`src/source/cache_macros.svh`:
```
// data cache sizing constants for geometry, word/line widths and address split

`ifndef CACHE_MACROS_SVH
`define CACHE_MACROS_SVH

// --------------------
// cache geometry
// --------------------
`define CACHE_SETS      4     // sets per way
`define CACHE_WAYS      2     // two-way set associative

// --------------------
// data widths
// --------------------
`define WORD_BITS       32    // processor data word
`define LINE_WORDS      4     // words per cache line
`define LINE_BITS       128   // one full memory line

// word address is [29:0], tag sits on top of set and word index
`define PROC_ADDR_BITS  30
`define TAG_BITS        26    // address bits 29..4

`endif

```
`src/source/cache_pkg.sv`:
```
// data cache package with address field, word and line types and the controller states

`include "cache_macros.svh"

package cache_pkg;

	// --------------------
	// address fields
	// --------------------
	typedef logic [`PROC_ADDR_BITS-1:0] word_addr_t;     // processor word address
	typedef logic [`TAG_BITS-1:0] tag_t;                 // upper bits kept per line
	typedef logic [$clog2(`CACHE_SETS)-1:0] set_idx_t;   // word address bits 3..2
	typedef logic [$clog2(`LINE_WORDS)-1:0] word_idx_t;  // word address bits 1..0

	// line address drops the word index
	typedef logic [`PROC_ADDR_BITS-$clog2(`LINE_WORDS)-1:0] line_addr_t;

	// --------------------
	// data
	// --------------------
	typedef logic [`WORD_BITS-1:0] word_t;
	typedef logic [`LINE_BITS-1:0] line_t;

	// compare/allocate controller
	typedef enum logic [1:0] {
		ST_IDLE,      // one cycle out of reset
		ST_COMPARE,   // tag check and hit service
		ST_ALLOCATE   // waiting on the memory line
	} ctrl_state_t;

endpackage

```
`src/source/cache_way.sv`:
```
// cache way holding valid, tag and line per set, with tag compare and word/line update
`timescale 1ns/100ps

`include "cache_macros.svh"

module cache_way (
	input  logic                  clk,
	input  logic                  proc_reset,
	input  cache_pkg::set_idx_t   set_idx,
	input  cache_pkg::tag_t       tag,
	input  cache_pkg::word_idx_t  word_idx,
	input  logic                  fill,
	input  cache_pkg::line_t      fill_line,
	input  logic                  word_write,
	input  cache_pkg::word_t      wdata,
	output logic                  hit,
	output cache_pkg::word_t      rdata
);

	import cache_pkg::*;

	// --------------------
	// storage
	// --------------------
	logic [`CACHE_SETS-1:0] valid;           // one per set
	tag_t                   tag_mem  [`CACHE_SETS];
	line_t                  line_mem [`CACHE_SETS];

	line_t cur_line;   // line of the addressed set
	tag_t  cur_tag;

	// --------------------
	// lookup
	// --------------------
	assign cur_line = line_mem[set_idx];
	assign cur_tag  = tag_mem[set_idx];

	// hit needs a filled entry with the same upper address bits
	assign hit = valid[set_idx] && (cur_tag == tag);

	// word select happens regardless of hit, the controller decides use
	assign rdata = cur_line[word_idx*`WORD_BITS +: `WORD_BITS];

	// --------------------
	// valid bits
	// --------------------
	always_ff @(posedge clk) begin
		if (proc_reset) begin
			valid <= '0;   // cold cache
		end else if (fill) begin
			valid[set_idx] <= 1'b1;
		end
	end

	// --------------------
	// tag and data update
	// --------------------
	always_ff @(posedge clk) begin
		if (fill) begin
			line_mem[set_idx] <= fill_line;   // whole line from memory
			tag_mem[set_idx]  <= tag;
		end else if (word_write) begin
			// write hit, only the addressed word changes
			line_mem[set_idx][word_idx*`WORD_BITS +: `WORD_BITS] <= wdata;
		end
	end

endmodule

```
`src/source/cache_ctrl.sv`:
```
// cache controller running the compare/allocate FSM and the per-set replacement bits
`timescale 1ns/100ps

`include "cache_macros.svh"

module cache_ctrl (
	input  logic                 clk,
	input  logic                 proc_reset,
	input  logic                 proc_read,
	input  logic                 proc_write,
	input  cache_pkg::set_idx_t  set_idx,
	input  logic                 hit0,
	input  logic                 hit1,
	input  logic                 mem_ready,
	output logic                 proc_stall,
	output logic                 mem_read,
	output logic                 fill0,
	output logic                 fill1,
	output logic                 write0,
	output logic                 write1,
	output logic                 rd_sel
);

	import cache_pkg::*;

	ctrl_state_t state;
	ctrl_state_t state_nxt;

	// way to refill next, per set
	logic [`CACHE_SETS-1:0] repl;

	logic any_hit;
	logic read_miss;

	assign any_hit   = hit0 | hit1;
	assign read_miss = proc_read & ~any_hit;

	// way 0 wins when both hit
	assign rd_sel = ~hit0;

	// --------------------
	// next state
	// --------------------
	always_comb begin
		state_nxt = state;
		case (state)
			ST_IDLE: begin
				state_nxt = ST_COMPARE;
			end
			ST_COMPARE: begin
				if (read_miss) begin
					state_nxt = ST_ALLOCATE;
				end
			end
			ST_ALLOCATE: begin
				if (mem_ready) begin
					state_nxt = ST_COMPARE;   // line lands at this edge
				end
			end
			default: begin
				state_nxt = ST_IDLE;
			end
		endcase
	end

	// --------------------
	// outputs
	// --------------------
	always_comb begin
		proc_stall = 1'b0;
		mem_read   = 1'b0;
		fill0      = 1'b0;
		fill1      = 1'b0;
		write0     = 1'b0;
		write1     = 1'b0;
		case (state)
			ST_IDLE: begin
				proc_stall = 1'b1;   // hold the first request back
			end
			ST_COMPARE: begin
				proc_stall = read_miss;
				// a write that misses both ways is dropped
				if (proc_write) begin
					write0 = hit0;
					write1 = hit1 & ~hit0;
				end
			end
			ST_ALLOCATE: begin
				proc_stall = 1'b1;
				mem_read   = ~mem_ready;
				fill0      = mem_ready & ~repl[set_idx];
				fill1      = mem_ready & repl[set_idx];
			end
			default: begin
				proc_stall = 1'b1;
			end
		endcase
	end

	// --------------------
	// state and replacement
	// --------------------
	always_ff @(posedge clk) begin
		if (proc_reset) begin
			state <= ST_IDLE;
			repl  <= '0;
		end else begin
			state <= state_nxt;
			// alternate only on refill, hits leave it alone
			if (fill0 || fill1) begin
				repl[set_idx] <= ~repl[set_idx];
			end
		end
	end

endmodule

```
`src/source/dcache_top.sv`:
```
// data cache top level joining two ways and the controller to the processor and memory ports
`timescale 1ns/100ps

`include "cache_macros.svh"

module dcache_top (
	input  logic                   clk,
	input  logic                   proc_reset,
	input  logic                   proc_read,
	input  logic                   proc_write,
	input  cache_pkg::word_addr_t  proc_addr,
	input  cache_pkg::word_t       proc_wdata,
	output cache_pkg::word_t       proc_rdata,
	output logic                   proc_stall,
	output logic                   mem_read,
	output cache_pkg::line_addr_t  mem_addr,
	input  cache_pkg::line_t       mem_rdata,
	input  logic                   mem_ready
);

	import cache_pkg::*;

	tag_t      addr_tag;
	set_idx_t  addr_set;
	word_idx_t addr_word;

	logic [`CACHE_WAYS-1:0] hit;
	logic [`CACHE_WAYS-1:0] fill;
	logic [`CACHE_WAYS-1:0] word_write;
	word_t                  way_rdata [`CACHE_WAYS];
	logic                   rd_sel;

	// --------------------
	// address split
	// --------------------
	assign addr_tag  = proc_addr[`PROC_ADDR_BITS-1 -: `TAG_BITS];
	assign addr_set  = proc_addr[$bits(word_idx_t) +: $bits(set_idx_t)];
	assign addr_word = proc_addr[$bits(word_idx_t)-1:0];
	assign mem_addr  = proc_addr[`PROC_ADDR_BITS-1:$bits(word_idx_t)];   // line bits

	// zero unless a read hit is served this cycle
	assign proc_rdata = (proc_read && !proc_stall) ? way_rdata[rd_sel] : '0;

	// --------------------
	// ways and controller
	// --------------------
	cache_way way0 (
		.clk(clk), .proc_reset(proc_reset), .set_idx(addr_set), .tag(addr_tag),
		.word_idx(addr_word), .fill(fill[0]), .fill_line(mem_rdata),
		.word_write(word_write[0]), .wdata(proc_wdata), .hit(hit[0]), .rdata(way_rdata[0])
	);

	cache_way way1 (
		.clk(clk), .proc_reset(proc_reset), .set_idx(addr_set), .tag(addr_tag),
		.word_idx(addr_word), .fill(fill[1]), .fill_line(mem_rdata),
		.word_write(word_write[1]), .wdata(proc_wdata), .hit(hit[1]), .rdata(way_rdata[1])
	);

	cache_ctrl ctrl (
		.clk(clk), .proc_reset(proc_reset), .proc_read(proc_read),
		.proc_write(proc_write), .set_idx(addr_set), .hit0(hit[0]), .hit1(hit[1]),
		.mem_ready(mem_ready), .proc_stall(proc_stall), .mem_read(mem_read),
		.fill0(fill[0]), .fill1(fill[1]), .write0(word_write[0]), .write1(word_write[1]),
		.rd_sel(rd_sel)
	);

endmodule

```
`config.mk`:
```
export PLATFORM = sky130hd
export DESIGN_NAME = dcache_top
export DESIGN_NICKNAME = d
export VERILOG_FILES = /design/src/source/cache_pkg.sv /design/src/source/cache_way.sv /design/src/source/cache_ctrl.sv /design/src/source/dcache_top.sv
export VERILOG_INCLUDE_DIRS = /design/src /design/src/source
export SDC_FILE = /design/constraint.sdc
export NUM_CORES = 1
export LEC_CHECK = 0
export BUFFER_PORTS_ARGS = -buffer_cell sky130_fd_sc_hd__buf_2
export CAP_MARGIN = 40
export CORE_ASPECT_RATIO = 1.75
export CORE_MARGIN = 4
export CORE_UTILIZATION = 45
export CTS_CLUSTER_DIAMETER = 30
export DETAILED_ROUTE_END_ITERATION = 8
export PLACE_DENSITY = 0.71
export SETUP_SLACK_MARGIN = 0.05
export SLEW_MARGIN = 20
export SYNTH_ARGS = -nofsm -noshare
export SYNTH_HDL_FRONTEND = slang
export SYNTH_SLANG_ARGS = --single-unit
```
`constraint.sdc`:
```
create_clock -name clk -period 10.2 [get_ports clk]
set_clock_uncertainty 0.1 [all_clocks]
set_input_delay 0.51 -clock clk [delete_from_list [all_inputs] [get_ports clk]]
set_output_delay 0.51 -clock clk [all_outputs]
set_load 0.02 [all_outputs]
```
==> qor.yml <==
num_vias: 27800
synth_warnings: 0
dpl_worst_slack_ns: 3.43
path_buf_inv: 6
stdcell_area_um2: 62600
htreeDepth: 4
cap_violations: 0
cts_tree: "done"
synthFlopType: "edfxtp_1"
start_kind: "input pin"
path_max_fanout: 94
drc: 0
synth.avg_cell_area_um2: 21.1
hp-class: "input pin to flop"
port_buffers: 256
ys_types: 53
avgViaCountPerCell: 6.09
r2r_end: "way0.line_mem[0][37]$_DFFE_PP_"
fin_util_pct: 54.0
netlist_instances: 2493
endpoint_kind: "flop"
die_h_um: 461
clock_path_buffers: 3
numCtsBuffers: 153
reg2regPathDepth: 10
initial_core_util_pct: 45.4
slowest_stage: "or4b_4"
ios: 257
drtPass1Iterations: 6
synthArstFlopShare_pct: 0
cp_common_cell: "buf_4"
ant_nets: 0
synth-edff-count: 1232
worst_pin_slew_ns: 0.922
r2r_slack_ns: 4.96
first_iter_violations: 3077
antenna_found_initial: 28
synth_seq_cells: 1246
tns_ns: 0
min_from: "mem_rdata[42]"
setup_viol_count_final: 0
die_x_um: 267
hold_viol: 0
worstReg2RegStart: "way0.tag_mem[2][8]$_DFFE_PP_"
track_usage_pct: 24.0
crit_family: "buffers and inverters"
synth_area_um2: 52700
coreArea_um2: 116000
path_clk_slew_ns: 0.06
ys_seq_area_share_pct: 70.7
wl_per_cell_um: 32.2
row_count: 165
wirelength_um: 147000
final_nets: 3116
grt_pass1_wl_um: 209000
clock_sinks: 1246
grt_pass1_vias: 29200
area.growth.synth_to_final_pct: 18.8
crit_chain: "buf_8, buf_16, buf_4, mux2i_1, o22ai_1, nor4_1, o221ai_1, or4b_4, buf_4, nand2b_2, buf_4, a21oi_4, buf_4"
critPathMaxStageDelay_ns: 0.93
crit_type: "input pin to flop"
cts-root-buf: "clkbuf_16"
grt_max_degree: 132
worst_ep_arrival_time_ns: 6.32
min_period_ns: 6.01
dpl_cell_area_um2: 56300
max_freq_mhz: 166
leakagePower_nw: 21.1
vdd_drop_max_uv: 153
post_cts.repair.setup_buffers: 0
die-area_um2: 123000
max_slew_margin_pct: 38.6
clk_latency_ns: 0.76
hold_depth: 2
hpwl_um: 96000
syn-num-nets: 2693
gp_congestion: 0.867
finalCritPeriodShare_pct: 58.9
powerDensity_nw_per_um2: 188
overflow: 0
layout-drive-gt1-share_pct: 41.6
slew_violations: 0
holdPathEnd: "way1.line_mem[2][42]$_DFFE_PP_"
status: "complete, no violations"
critPathRequiredTime_ns: 10.51
rsz0062_at_grt: "false"
setup_slack_ns: 4.19
flip-flops by register name, indices dropped and copies added (netlist names):
signal and cells:
ctrl.repl 4, ctrl.state 2, way0.line_mem 512, way0.tag_mem 104
way0.valid 4, way1.line_mem 512, way1.tag_mem 104, way1.valid 4
cells in the mapped netlist (10+ instances only):
| cell | number | area share [%] |
|---|---|---|
| buf_4 | 28 | 0.40 |
| clkbuf_1 | 72 | 0.51 |
| o21ai_0 | 10 | 0.095 |
| mux2i_1 | 67 | 1.3 |
| buf_2 | 50 | 0.47 |
| mux2_4 | 104 | 3.0 |
| dfxtp_1 | 14 | 0.53 |
| edfxtp_1 | 1232 | 70 |
| and2_1 | 128 | 1.5 |
| inv_1 | 17 | 0.12 |
| a21oi_1 | 39 | 0.37 |
| xnor2_1 | 51 | 0.85 |
| nor3_1 | 40 | 0.38 |
| nor2_1 | 24 | 0.17 |
| mux4_2 | 357 | 15 |
| buf_6 | 17 | 0.36 |
| mux2_2 | 146 | 3.1 |
cell type report:
type	count	area (µm²)
multi-input cells	1053	14800
flip-flops and latches	1246	37300
fillers	8722	53400
well taps	1503	1880
inverters	19	73.8
diodes	20	50.0
clock inverters	116	1310
clock buffers	164	3910
repair buffers	443	3270
repair_timing:
action | CTS | global route
hold buffers | 99 | 0
setup endpoints to repair | 0 | 0
gates resized for setup | 0 | 0
endpoints found under the hold margin | 531 | 0
worst max-delay path by stage:
| stage | slack (ns) | start | end | cells past startpoint |
|---|---|---|---|---|
| after floorplan | 4.90 | proc_addr[2] | way1.line_mem[0][100]$_DFFE_PP_ | 10 |
| after global placement | 3.47 | proc_addr[3] | way0.line_mem[0][45]$_DFFE_PP_ | 12 |
| after detailed placement | 3.43 | proc_addr[3] | way0.line_mem[0][41]$_DFFE_PP_ | 12 |
| after CTS | 4.08 | proc_addr[3] | proc_rdata[1] | 11 |
| after global routing | 4.12 | proc_addr[3] | way0.line_mem[0][37]$_DFFE_PP_ | 13 |
| final | 4.19 | proc_addr[3] | way0.line_mem[0][37]$_DFFE_PP_ | 13 |
through the flow:
stage / std cells / hold slack [ns] / power, mW
global placement: 4143 / 0.352 / 6.36
detailed placement: 4164 / 0.367 / 6.38
finish: 4564 / 0.0407 / 11.8
global route: 4552 / 0.0178 / 12.1
CTS: 4543 / 0.000505 / 11.8
floorplan: 2493 / 0.334 / 6.14
cells in the final DEF, fill, tap and decap left out, types with 5 or more instances in the layout:
master | synthesis | final
dlygate4sd3_1 | 0 | 99
nor2_1 | 24 | 20
clkinv_8 | 0 | 7
mux2_2 | 146 | 146
bufinv_16 | 0 | 13
buf_12 | 0 | 5
nor3_1 | 40 | 39
dfxtp_1 | 14 | 14
clkbuf_1 | 72 | 9
a21oi_4 | 0 | 33
mux4_2 | 357 | 357
a21oi_1 | 39 | 6
nand2_1 | 9 | 8
clkbuf_16 | 0 | 155
ha_1 | 5 | 5
clkinv_2 | 0 | 15
mux2i_1 | 67 | 67
and2_1 | 128 | 128
edfxtp_1 | 1232 | 1232
buf_4 | 28 | 69
mux2_1 | 6 | 6
xnor2_1 | 51 | 51
clkinv_1 | 2 | 14
clkinv_4 | 0 | 16
buf_16 | 0 | 11
nand4_1 | 7 | 7
o21ai_0 | 10 | 10
inv_8 | 0 | 5
inv_1 | 17 | 17
buf_8 | 0 | 6
buf_2 | 50 | 253
diode_2 | 0 | 20
o221ai_1 | 5 | 5
mux2_4 | 104 | 104
clkinvlp_4 | 0 | 15
inv_6 | 0 | 26
metal layers:
layer	global-route usage (%)	vias up	wire (µm)
met5	0	-	104
met3	5.67	342	13600
li1	-	11200	-
met1	29.6	14600	51900
met4	9.64	18	6410
met2	40.8	1646	75100
power breakdown:
group | leakage [nW] | internal (mW) | switching (mW) | total, mW
Clock | 2.51 | 3.20 | 2.26 | 5.46
Sequential | 11.2 | 5.64 | 0.00402 | 5.64
Combinational | 7.40 | 0.303 | 0.369 | 0.673
cell families (layout without fill, tap and decap cells):
logic type | after synthesis | after routing | synth area share, %
buf+inv | 194 | 742 | 1.94
simple gates | 244 | 244 | 2.82
mux | 680 | 680 | 22.7
other cells | 0 | 20 | 0
fa+ha+maj | 5 | 5 | 0.119
flops | 1246 | 1246 | 70.7
xor+xnor | 52 | 52 | 0.864
compound gates | 72 | 72 | 0.826
Power figures use the tool's default switching activity.
